File: config.mk
export PLATFORM = sky130hd
export DESIGN_NAME = ycr_intf
export DESIGN_NICKNAME = d
export VERILOG_FILES = /design/src/rtl/ycr_mem_pkg.sv /design/src/rtl/ycr_wb_pkg.sv /design/src/rtl/ycr_reset_sync.sv /design/src/rtl/ycr_dmem_req_capture.sv /design/src/rtl/ycr_dmem_lane_align.sv /design/src/rtl/ycr_dmem_wb_master.sv /design/src/rtl/ycr_intf.sv
export SDC_FILE = /design/constraint.sdc
export NUM_CORES = 1
export LEC_CHECK = 0
export BUFFER_PORTS_ARGS = -buffer_cell sky130_fd_sc_hd__buf_2
export CORE_MARGIN = 2
export CORE_UTILIZATION = 55
export CTS_CLUSTER_DIAMETER = 30
export CTS_CLUSTER_SIZE = 10
export DETAILED_ROUTE_END_ITERATION = 8
export GPL_ROUTABILITY_DRIVEN = 0
export PLACE_DENSITY = 0.82
export RECOVER_POWER = 50
export SLEW_MARGIN = 20
export SYNTH_ARGS = -nofsm -noshare
export SYNTH_HDL_FRONTEND = slang
export SYNTH_SLANG_ARGS = --single-unit
File: constraint.sdc
create_clock -name core_clk_i -period 10.9 [get_ports core_clk_i]
set_input_delay 2.18 -clock core_clk_i [delete_from_list [all_inputs] [get_ports core_clk_i]]
set_output_delay 2.18 -clock core_clk_i [all_outputs]
set_load 0.005 [all_outputs]
File: src/rtl/ycr_mem_pkg.sv
package ycr_mem_pkg;

// ----------------------------------------------------------
// Core data-memory port widths
// ----------------------------------------------------------
localparam int unsigned YCR_DMEM_AWIDTH = 32;   // Address width
localparam int unsigned YCR_DMEM_DWIDTH = 32;   // Data width

typedef logic [YCR_DMEM_AWIDTH-1:0] dmem_addr_t;   // Core address word
typedef logic [YCR_DMEM_DWIDTH-1:0] dmem_data_t;   // Core data word

// ----------------------------------------------------------
// Request and response encodings
// ----------------------------------------------------------
typedef enum logic {
   READ  = 1'b0,                                // Load
   WRITE = 1'b1                                 // Store
} dmem_cmd_e;

typedef enum logic [1:0] {
   BYTE  = 2'b00,                               // 8-bit access
   HWORD = 2'b01,                               // 16-bit access
   WORD  = 2'b10                                // 32-bit access
} dmem_width_e;

// Response is a one-cycle pulse
typedef enum logic [1:0] {
   IDLE = 2'b00,                                // No response this cycle
   RDY  = 2'b01,                                // Completed ok
   ER   = 2'b10                                 // Bus error
} dmem_resp_e;

endpackage : ycr_mem_pkg

File: src/rtl/ycr_wb_pkg.sv
package ycr_wb_pkg;

// ----------------------------------------------------------
// Wishbone data bus geometry
// ----------------------------------------------------------
localparam int unsigned YCR_WB_WIDTH  = 32;                 // Bus width
localparam int unsigned YCR_WB_SEL_W  = YCR_WB_WIDTH / 8;   // Byte enables
localparam int unsigned YCR_WB_BYTE_W = 8;                  // Bits per lane

typedef logic [YCR_WB_SEL_W-1:0] wb_sel_t;   // Byte-enable vector
typedef logic [YCR_WB_WIDTH-1:0] wb_data_t;  // Bus data word

// Base lane masks, shifted up by the byte offset
localparam wb_sel_t YCR_WB_SEL_BYTE  = 4'b0001;   // Single lane
localparam wb_sel_t YCR_WB_SEL_HWORD = 4'b0011;   // Two lanes
localparam wb_sel_t YCR_WB_SEL_WORD  = 4'b1111;   // All lanes

endpackage : ycr_wb_pkg

File: src/rtl/ycr_reset_sync.sv
`timescale 1ns/10ps

module ycr_reset_sync #(
   parameter int unsigned RST_SYNC_STAGES = 2         // Flops in the chain
) (
   input  logic core_clk_i,                           // Core clock
   input  logic rst_n_i,                              // Power-up reset
   input  logic cpu_intf_rst_n_i,                     // CPU interface reset
   output logic rst_n_sync_o                          // Clock-aligned reset
);

logic                       rst_n_comb;               // Either source asserts
logic [RST_SYNC_STAGES-1:0] sync_ff;                  // Synchronizer chain

assign rst_n_comb = rst_n_i & cpu_intf_rst_n_i;       // Async assert path

// Assert at once, release after RST_SYNC_STAGES edges
always_ff @(posedge core_clk_i or negedge rst_n_comb) begin
   if (!rst_n_comb) begin
      sync_ff <= '0;
   end else begin
      sync_ff <= {sync_ff[RST_SYNC_STAGES-2:0], cpu_intf_rst_n_i};
   end
end

assign rst_n_sync_o = sync_ff[RST_SYNC_STAGES-1];     // Last stage

endmodule : ycr_reset_sync

File: src/rtl/ycr_dmem_req_capture.sv
`timescale 1ns/10ps

module ycr_dmem_req_capture (
   input  logic                     core_clk_i,          // Core clock
   input  logic                     rst_n_i,             // Synchronized reset
   // Core request port
   input  logic                     core_dmem_req_i,     // Request
   input  ycr_mem_pkg::dmem_cmd_e   core_dmem_cmd_i,     // Read or write
   input  ycr_mem_pkg::dmem_width_e core_dmem_width_i,   // Access width
   input  ycr_mem_pkg::dmem_addr_t  core_dmem_addr_i,    // Address
   input  ycr_mem_pkg::dmem_data_t  core_dmem_wdata_i,   // Write data
   output logic                     core_dmem_req_ack_o, // Request taken
   // Toward the bus master
   input  logic                     pend_take_i,         // Master launches entry
   output logic                     pend_valid_o,        // Entry held
   output ycr_mem_pkg::dmem_cmd_e   pend_cmd_o,          // Held command
   output ycr_mem_pkg::dmem_width_e pend_width_o,        // Held width
   output ycr_mem_pkg::dmem_addr_t  pend_addr_o,         // Held address
   output ycr_mem_pkg::dmem_data_t  pend_wdata_o         // Held write data
);

// ----------------------------------------------------------
// Acceptance
// ----------------------------------------------------------
// One-entry buffer; a second request may land here while
// the first one is still out on Wishbone
assign core_dmem_req_ack_o = core_dmem_req_i & ~pend_valid_o;   // Only when empty

// ----------------------------------------------------------
// Valid flag
// ----------------------------------------------------------
always_ff @(posedge core_clk_i or negedge rst_n_i) begin
   if (!rst_n_i) begin
      pend_valid_o <= 1'b0;
   end else if (core_dmem_req_ack_o) begin
      pend_valid_o <= 1'b1;                       // Filled on accept
   end else if (pend_take_i) begin
      pend_valid_o <= 1'b0;                       // Freed at launch
   end
end

// ----------------------------------------------------------
// Request fields
// ----------------------------------------------------------
always_ff @(posedge core_clk_i) begin
   if (core_dmem_req_ack_o) begin
      pend_cmd_o   <= core_dmem_cmd_i;            // Load or store
      pend_width_o <= core_dmem_width_i;          // Byte/half/word
      pend_addr_o  <= core_dmem_addr_i;           // Full address kept
      pend_wdata_o <= core_dmem_wdata_i;          // Unshifted store data
   end
end

endmodule : ycr_dmem_req_capture

File: src/rtl/ycr_dmem_lane_align.sv
`timescale 1ns/10ps

module ycr_dmem_lane_align (
   // Request path
   input  ycr_mem_pkg::dmem_width_e pend_width_i,   // Pending access width
   input  ycr_mem_pkg::dmem_addr_t  pend_addr_i,    // Pending address
   input  ycr_mem_pkg::dmem_data_t  pend_wdata_i,   // Pending store data
   output ycr_wb_pkg::wb_sel_t      wb_sel_o,       // Byte enables
   output ycr_wb_pkg::wb_data_t     wb_wdata_o,     // Lane-shifted store data
   // Return path
   input  ycr_mem_pkg::dmem_width_e rd_width_i,     // Width of access on bus
   input  logic [1:0]               rd_offset_i,    // Byte offset of that access
   input  ycr_wb_pkg::wb_data_t     wb_rdata_i,     // Registered bus read data
   output ycr_mem_pkg::dmem_data_t  core_rdata_o    // Aligned load data
);

import ycr_mem_pkg::*;
import ycr_wb_pkg::*;

logic [1:0] wr_offset;                            // Store byte offset
logic [4:0] wr_shift;                             // Store shift in bits
logic [4:0] rd_shift;                             // Load shift in bits
wb_data_t   rd_shifted;                           // Load data at lane 0

// ----------------------------------------------------------
// Request path
// ----------------------------------------------------------
assign wr_offset = pend_addr_i[1:0];
assign wr_shift  = {wr_offset, 3'b000};           // 8 x offset

assign wb_wdata_o = pend_wdata_i << wr_shift;     // Move data onto its lanes

always_comb begin
   case (pend_width_i)
      BYTE:    wb_sel_o = YCR_WB_SEL_BYTE << wr_offset;             // One lane
      HWORD:   wb_sel_o = YCR_WB_SEL_HWORD << {wr_offset[1], 1'b0}; // Lane 0 or 2
      default: wb_sel_o = YCR_WB_SEL_WORD;                          // Full word
   endcase
end

// ----------------------------------------------------------
// Return path
// ----------------------------------------------------------
assign rd_shift   = {rd_offset_i, 3'b000};
assign rd_shifted = wb_rdata_i >> rd_shift;       // Bring lane down to bit 0

// Zero-extend to the access width
always_comb begin
   case (rd_width_i)
      BYTE:    core_rdata_o = dmem_data_t'(rd_shifted[YCR_WB_BYTE_W-1:0]);
      HWORD:   core_rdata_o = dmem_data_t'(rd_shifted[2*YCR_WB_BYTE_W-1:0]);
      default: core_rdata_o = rd_shifted;         // Word passes as is
   endcase
end

endmodule : ycr_dmem_lane_align

File: src/rtl/ycr_dmem_wb_master.sv
`timescale 1ns/10ps

module ycr_dmem_wb_master (
   input  logic                     core_clk_i,         // Core clock
   input  logic                     rst_n_i,            // Synchronized reset
   // From capture stage and lane aligner
   input  logic                     pend_valid_i,       // Request waiting
   input  ycr_mem_pkg::dmem_cmd_e   pend_cmd_i,         // Read or write
   input  ycr_mem_pkg::dmem_width_e pend_width_i,       // Access width
   input  ycr_mem_pkg::dmem_addr_t  pend_addr_i,        // Address
   input  ycr_wb_pkg::wb_sel_t      sel_i,              // Byte enables
   input  ycr_wb_pkg::wb_data_t     wdata_i,            // Shifted store data
   output logic                     pend_take_o,        // Launch strobe
   // Wishbone master
   output logic                     wbd_dmem_stb_o,     // Strobe/request
   output ycr_wb_pkg::wb_data_t     wbd_dmem_adr_o,     // Address
   output logic                     wbd_dmem_we_o,      // Write
   output ycr_wb_pkg::wb_data_t     wbd_dmem_dat_o,     // Data out
   output ycr_wb_pkg::wb_sel_t      wbd_dmem_sel_o,     // Byte enable
   input  ycr_wb_pkg::wb_data_t     wbd_dmem_dat_i,     // Data in
   input  logic                     wbd_dmem_ack_i,     // Acknowledge
   input  logic                     wbd_dmem_err_i,     // Error
   // Return toward the core
   output ycr_mem_pkg::dmem_width_e rd_width_o,         // Width of access
   output logic [1:0]               rd_offset_o,        // Byte offset of access
   output ycr_wb_pkg::wb_data_t     rd_data_o,          // Captured bus data
   output ycr_mem_pkg::dmem_resp_e  core_dmem_resp_o    // Response pulse
);

import ycr_mem_pkg::*;

typedef enum logic [1:0] {
   ST_IDLE = 2'b00,                               // Waiting for a request
   ST_BUS  = 2'b01,                               // Cycle on Wishbone
   ST_RESP = 2'b10                                // Response pulse
} state_e;

state_e state;                                    // FSM state
logic   bus_done;                                 // Slave ended the cycle

assign pend_take_o = (state == ST_IDLE) & pend_valid_i;   // Launch from idle only
assign bus_done    = (state == ST_BUS) & (wbd_dmem_ack_i | wbd_dmem_err_i);

// ----------------------------------------------------------
// Control FSM
// ----------------------------------------------------------
always_ff @(posedge core_clk_i or negedge rst_n_i) begin
   if (!rst_n_i) begin
      state            <= ST_IDLE;
      wbd_dmem_stb_o   <= 1'b0;
      wbd_dmem_we_o    <= 1'b0;
      core_dmem_resp_o <= IDLE;
   end else begin
      case (state)
         ST_IDLE: begin
            if (pend_take_o) begin
               wbd_dmem_stb_o <= 1'b1;            // Raise stb
               wbd_dmem_we_o  <= (pend_cmd_i == WRITE);
               state          <= ST_BUS;
            end
         end
         ST_BUS: begin
            if (bus_done) begin
               wbd_dmem_stb_o   <= 1'b0;          // Drop stb for one cycle min
               wbd_dmem_we_o    <= 1'b0;
               core_dmem_resp_o <= wbd_dmem_err_i ? ER : RDY;   // Err wins
               state            <= ST_RESP;
            end
         end
         ST_RESP: begin
            core_dmem_resp_o <= IDLE;             // End of pulse
            state            <= ST_IDLE;
         end
         default: state <= ST_IDLE;
      endcase
   end
end

// ----------------------------------------------------------
// Bus fields and return data
// ----------------------------------------------------------
always_ff @(posedge core_clk_i) begin
   if (pend_take_o) begin
      wbd_dmem_adr_o <= pend_addr_i;              // Address unchanged
      wbd_dmem_dat_o <= wdata_i;
      wbd_dmem_sel_o <= sel_i;
      rd_width_o     <= pend_width_i;             // Kept for load extract
      rd_offset_o    <= pend_addr_i[1:0];
   end
   if (bus_done) begin
      // Stores and errors hand back zero
      rd_data_o <= (wbd_dmem_we_o | wbd_dmem_err_i) ? '0 : wbd_dmem_dat_i;
   end
end

endmodule : ycr_dmem_wb_master

File: src/rtl/ycr_intf.sv
`timescale 1ns/10ps

module ycr_intf #(
   parameter int unsigned RST_SYNC_STAGES = 2               // Reset sync depth
) (
   input  logic                     core_clk_i,             // Core clock
   input  logic                     rst_n_i,                // Power-up reset
   input  logic                     cpu_intf_rst_n_i,       // CPU interface reset
   // Core data memory port
   input  logic                     core_dmem_req_i,        // Request
   input  ycr_mem_pkg::dmem_cmd_e   core_dmem_cmd_i,        // Command
   input  ycr_mem_pkg::dmem_width_e core_dmem_width_i,      // Width
   input  ycr_mem_pkg::dmem_addr_t  core_dmem_addr_i,       // Address
   input  ycr_mem_pkg::dmem_data_t  core_dmem_wdata_i,      // Write data
   output logic                     core_dmem_req_ack_o,    // Request taken
   output ycr_mem_pkg::dmem_data_t  core_dmem_rdata_o,      // Read data
   output ycr_mem_pkg::dmem_resp_e  core_dmem_resp_o,       // Response
   // Wishbone data master
   output logic                     wbd_dmem_stb_o,         // Strobe/request
   output ycr_wb_pkg::wb_data_t     wbd_dmem_adr_o,         // Address
   output logic                     wbd_dmem_we_o,          // Write
   output ycr_wb_pkg::wb_data_t     wbd_dmem_dat_o,         // Data out
   output ycr_wb_pkg::wb_sel_t      wbd_dmem_sel_o,         // Byte enable
   input  ycr_wb_pkg::wb_data_t     wbd_dmem_dat_i,         // Data in
   input  logic                     wbd_dmem_ack_i,         // Acknowledge
   input  logic                     wbd_dmem_err_i          // Error
);

import ycr_mem_pkg::*;
import ycr_wb_pkg::*;

logic        rst_n_sync;                          // Bridge reset
logic        pend_valid;                          // Capture register full
logic        pend_take;                           // Master launches entry
dmem_cmd_e   pend_cmd;
dmem_width_e pend_width;
dmem_addr_t  pend_addr;
dmem_data_t  pend_wdata;
wb_sel_t     wb_sel;                              // Aligned byte enables
wb_data_t    wb_wdata;                            // Aligned store data
dmem_width_e rd_width;                            // Width of access on bus
logic [1:0]  rd_offset;                           // Offset of access on bus
wb_data_t    rd_data;                             // Captured bus data

// ----------------------------------------------------------
// Reset synchronizer
// ----------------------------------------------------------
ycr_reset_sync #(
   .RST_SYNC_STAGES (RST_SYNC_STAGES)
) i_reset_sync (
   .core_clk_i       (core_clk_i      ),
   .rst_n_i          (rst_n_i         ),
   .cpu_intf_rst_n_i (cpu_intf_rst_n_i),
   .rst_n_sync_o     (rst_n_sync      )
);

// ----------------------------------------------------------
// Bridge stages
// ----------------------------------------------------------
ycr_dmem_req_capture i_req_capture (
   .core_clk_i          (core_clk_i         ),
   .rst_n_i             (rst_n_sync         ),
   .core_dmem_req_i     (core_dmem_req_i    ),
   .core_dmem_cmd_i     (core_dmem_cmd_i    ),
   .core_dmem_width_i   (core_dmem_width_i  ),
   .core_dmem_addr_i    (core_dmem_addr_i   ),
   .core_dmem_wdata_i   (core_dmem_wdata_i  ),
   .core_dmem_req_ack_o (core_dmem_req_ack_o),
   .pend_take_i         (pend_take          ),
   .pend_valid_o        (pend_valid         ),
   .pend_cmd_o          (pend_cmd           ),
   .pend_width_o        (pend_width         ),
   .pend_addr_o         (pend_addr          ),
   .pend_wdata_o        (pend_wdata         )
);

ycr_dmem_lane_align i_lane_align (
   .pend_width_i (pend_width       ),
   .pend_addr_i  (pend_addr        ),
   .pend_wdata_i (pend_wdata       ),
   .wb_sel_o     (wb_sel           ),
   .wb_wdata_o   (wb_wdata         ),
   .rd_width_i   (rd_width         ),
   .rd_offset_i  (rd_offset        ),
   .wb_rdata_i   (rd_data          ),
   .core_rdata_o (core_dmem_rdata_o)
);

ycr_dmem_wb_master i_wb_master (
   .core_clk_i       (core_clk_i      ),
   .rst_n_i          (rst_n_sync      ),
   .pend_valid_i     (pend_valid      ),
   .pend_cmd_i       (pend_cmd        ),
   .pend_width_i     (pend_width      ),
   .pend_addr_i      (pend_addr       ),
   .sel_i            (wb_sel          ),
   .wdata_i          (wb_wdata        ),
   .pend_take_o      (pend_take       ),
   .wbd_dmem_stb_o   (wbd_dmem_stb_o  ),
   .wbd_dmem_adr_o   (wbd_dmem_adr_o  ),
   .wbd_dmem_we_o    (wbd_dmem_we_o   ),
   .wbd_dmem_dat_o   (wbd_dmem_dat_o  ),
   .wbd_dmem_sel_o   (wbd_dmem_sel_o  ),
   .wbd_dmem_dat_i   (wbd_dmem_dat_i  ),
   .wbd_dmem_ack_i   (wbd_dmem_ack_i  ),
   .wbd_dmem_err_i   (wbd_dmem_err_i  ),
   .rd_width_o       (rd_width        ),
   .rd_offset_o      (rd_offset       ),
   .rd_data_o        (rd_data         ),
   .core_dmem_resp_o (core_dmem_resp_o)
);

endmodule : ycr_intf

==> flow_summary.json <==
{
  "clockBufferDepth": 2,
  "rsz0062_at_grt": "no",
  "routed_via_density": 5.118,
  "r2r_start": "i_wb_master.state[1]",
  "row_count": 40,
  "avgSynthCellArea_sq_um": 16.28,
  "clock_tree.root_cell": "sky130_fd_sc_hd__clkbuf_16",
  "mappedNetlistArea_sq_um": 6853,
  "post_synth_inst_count": 421,
  "port-buffer-count": 209,
  "fp.dieH_um": 115.6,
  "path_length_in_cells_of_the_critical_path": 4,
  "hpwlAfterDp_mm": 9.373,
  "cts-buffers-inserted": 17,
  "cpPeakStageDelay_ns": 0.64,
  "post_route_cells_drive_above_1_share": 0.3833,
  "tritoncts": "done",
  "critical_path.endpoint": "core_dmem_req_ack_o",
  "max-vdd-ir-drop_mv": 0.1571,
  "ys_async_sr_fraction": 0.05056,
  "failed_checks": "max-capacitance violations, max-slew violations",
  "placeableCoreArea_sq_um": 12110,
  "class_of_the_worst_hold_path": "register to async pin",
  "setup-violations-final": 0,
  "number_of_h_tree_levels": 4,
  "finClkSkew_ns": 0.008585,
  "synth.ff_latch_count": 178,
  "grt_use_total": 0.2054,
  "grt_first_pass_wirelength_mm": 20.08,
  "grt_pass1_vias": 3992,
  "layout.cells.most_common": "sky130_fd_sc_hd__buf_2",
  "worst_path_dominant_cell_family": "buffers and inverters",
  "tightest_slew_ns": 2.607,
  "synth_edf_count": 169,
  "timing.reg2reg.setup_slack_ns": 6.31,
  "detailroute.via_count": 4176,
  "clock_transition_at_the_registers_of_the_reported_paths_ns": 0.07,
  "start_util": 0.5658,
  "post_cts_resize_count": 0,
  "fillers": 831,
  "design.portCount": 210,
  "detail_route.iter0.violations": 345,
  "cp_data_required_time_ns": 8.72,
  "postRouteAntennaNets": 0,
  "maximum_number_of_pins_on_one_net_before_global_route_repair": 69,
  "clock-sinks": 178,
  "cts-hold-fix-buffers": 0,
  "post_layout_nonfiller_instances": 816,
  "crit_type": "input port to output port",
  "die-area_sq_um": 13370,
  "slew_headroom": -0.7380,
  "critPathBufInv": 3,
  "die_x_um": 115.6,
  "dpl_worst_slack_ns": 5.393,
  "final_nets": 740,
  "startpoint_type_of_the_worst_setup_path": "input port",
  "globalRoute.totalOverflow": 0,
  "synth.distinct_cells": 32,
  "worstPathCellList": "clkbuf_1, nor2b_4, buf_4, buf_2",
  "status": "finished, violations left",
  "powerDensity_nw_per_um2": 257.2,
  "postCtsSetupRepairBufs": 0,
  "synth-seq-area-share": 0.7734,
  "endpoints_failing_hold": 0,
  "leakage_uw": 0.003454,
  "drv_cap": 3,
  "critPathCaptureType": "output port",
  "ff2ff_path_depth": 3,
  "synth_warnings": 0,
  "worst_skew_pair.late_latency_ns": 0.42,
  "most-common-layout-cells": "sky130_fd_sc_hd__buf_2, sky130_fd_sc_hd__edfxtp_1, sky130_fd_sc_hd__and2_1",
  "final.period_utilization": 0.5065,
  "r2r-end": "i_wb_master.wbd_dmem_dat_o[3]",
  "slew_violations": 129,
  "layout_setup_ws_ns": 5.379,
  "worstSetupStartpoint": "core_dmem_req_i",
  "timing.critical_path.slowest_stage_cell": "sky130_fd_sc_hd__buf_4",
  "firstDrtPassIters": 5,
  "route.detailed.drc": 0,
  "hold_slack_ns": 0.1099,
  "drt-total-wl_mm": 13.59,
  "synthToLayoutAreaGrowth_pct": 25.40,
  "antenna_violations_before_repair": 1,
  "dpl_cells": 782,
  "cp_max_fo": 68,
  "number_of_nets_produced_by_synthesis": 526,
  "dominantRegCellSynth": "sky130_fd_sc_hd__edfxtp_1",
  "setup-tns-final_ns": 0,
  "fin_crit_period_ns": 5.521,
  "critical_path_arrival_ns": 3.34,
  "maxClockFrequency_ghz": 0.1811,
  "routedWlPerCell_um": 16.65
}
## routing by layer
metal  GRT usage  part of all wire  vias up
li1            -                 -     1979
met1      0.2425              0.38     1988
met2      0.3380              0.51      182
met3     0.07165             0.085       27
met4      0.1024             0.028        0
met5           0                 0        -
## synthesized netlist by cell type, types with 4 or more instances
master / count / area (sq um)
sky130_fd_sc_hd__a211oi_1: 16 / 120.1
sky130_fd_sc_hd__a21oi_1: 24 / 120.1
sky130_fd_sc_hd__and2_1: 49 / 306.5
sky130_fd_sc_hd__buf_2: 8 / 40.04
sky130_fd_sc_hd__clkbuf_1: 5 / 18.77
sky130_fd_sc_hd__dfrtp_1: 9 / 225.2
sky130_fd_sc_hd__edfxtp_1: 169 / 5075
sky130_fd_sc_hd__inv_1: 4 / 15.01
sky130_fd_sc_hd__mux2i_1: 33 / 330.3
sky130_fd_sc_hd__nand2_1: 19 / 71.32
sky130_fd_sc_hd__nor2_1: 25 / 93.84
sky130_fd_sc_hd__nor2b_1: 15 / 93.84
sky130_fd_sc_hd__o21ai_0: 7 / 35.03
sky130_fd_sc_hd__or2_1: 4 / 25.02
sky130_fd_sc_hd__or2_2: 4 / 25.02
## where the power goes
part / switching, uW / internal (uW)
Sequential: 91.2 / 1020
Combinational: 297 / 209
Clock: 251 / 339
## state kept, by name, indices dropped and copies added (netlist names), 2 cells and up
signal and flops:
i_wb_master.core_dmem_resp_o 2, i_req_capture.pend_addr_o 32, i_wb_master.rd_width_o 2, i_wb_master.wbd_dmem_dat_o 32
i_req_capture.pend_width_o 2, i_wb_master.state 2, i_req_capture.pend_wdata_o 32, i_wb_master.rd_data_o 32
i_wb_master.wbd_dmem_sel_o 4, i_wb_master.wbd_dmem_adr_o 31, i_reset_sync.sync_ff 2
## worst min path at each step
stage	start	end	slack (ns)	depth (start not counted)
floorplan	i_reset_sync.sync_ff[1]	i_req_capture.pend_valid_o	0.08	0
global placement	i_reset_sync.sync_ff[1]	i_req_capture.pend_valid_o	0.11	0
detailed placement	i_reset_sync.sync_ff[1]	i_wb_master.state[1]	0.11	0
CTS	i_reset_sync.sync_ff[1]	i_wb_master.state[1]	0.12	0
global route	i_reset_sync.sync_ff[1]	i_wb_master.state[0]	0.14	0
finish	i_reset_sync.sync_ff[1]	i_wb_master.state[1]	0.11	0
## logic make-up (layout without fill, tap and decap cells)
group | count (synthesis) | count (layout) | synth area share
other | 0 | 1 | 0
buffers and inverters | 26 | 252 | 0.02301
AO/OA/AOI/OAI | 57 | 57 | 0.05185
AND/OR/NAND/NOR | 126 | 126 | 0.1019
flip-flops | 178 | 178 | 0.7734
multiplexers | 34 | 34 | 0.04985
## area by class of cell
class / count / area (sq um) / share of cell area
Sequential cell: 178 / 5300 / 0.6168
Tap cell: 168 / 210.2 / 0.02446
Timing Repair Buffer: 217 / 1087 / 0.1265
Clock inverter: 14 / 152.6 / 0.01776
Antenna cell: 1 / 2.502 / 0.0002912
Multi-Input combinational cell: 217 / 1400 / 0.1629
Clock buffer: 17 / 425.4 / 0.04950
Inverter: 4 / 15.01 / 0.001747
## stage by stage
stage | area, sq um | util | power [uW]
after floorplan | 6853 | - | 1403
after global placement | 8030 | 0.6630 | 1606
after detailed placement | 8030 | 0.6630 | 1633
after CTS | 8608 | 0.7107 | 2224
after global routing | 8593 | 0.7095 | 2322
final | 8593 | 0.7095 | 2210
No activity file was read; power rests on OpenSTA's default activity.
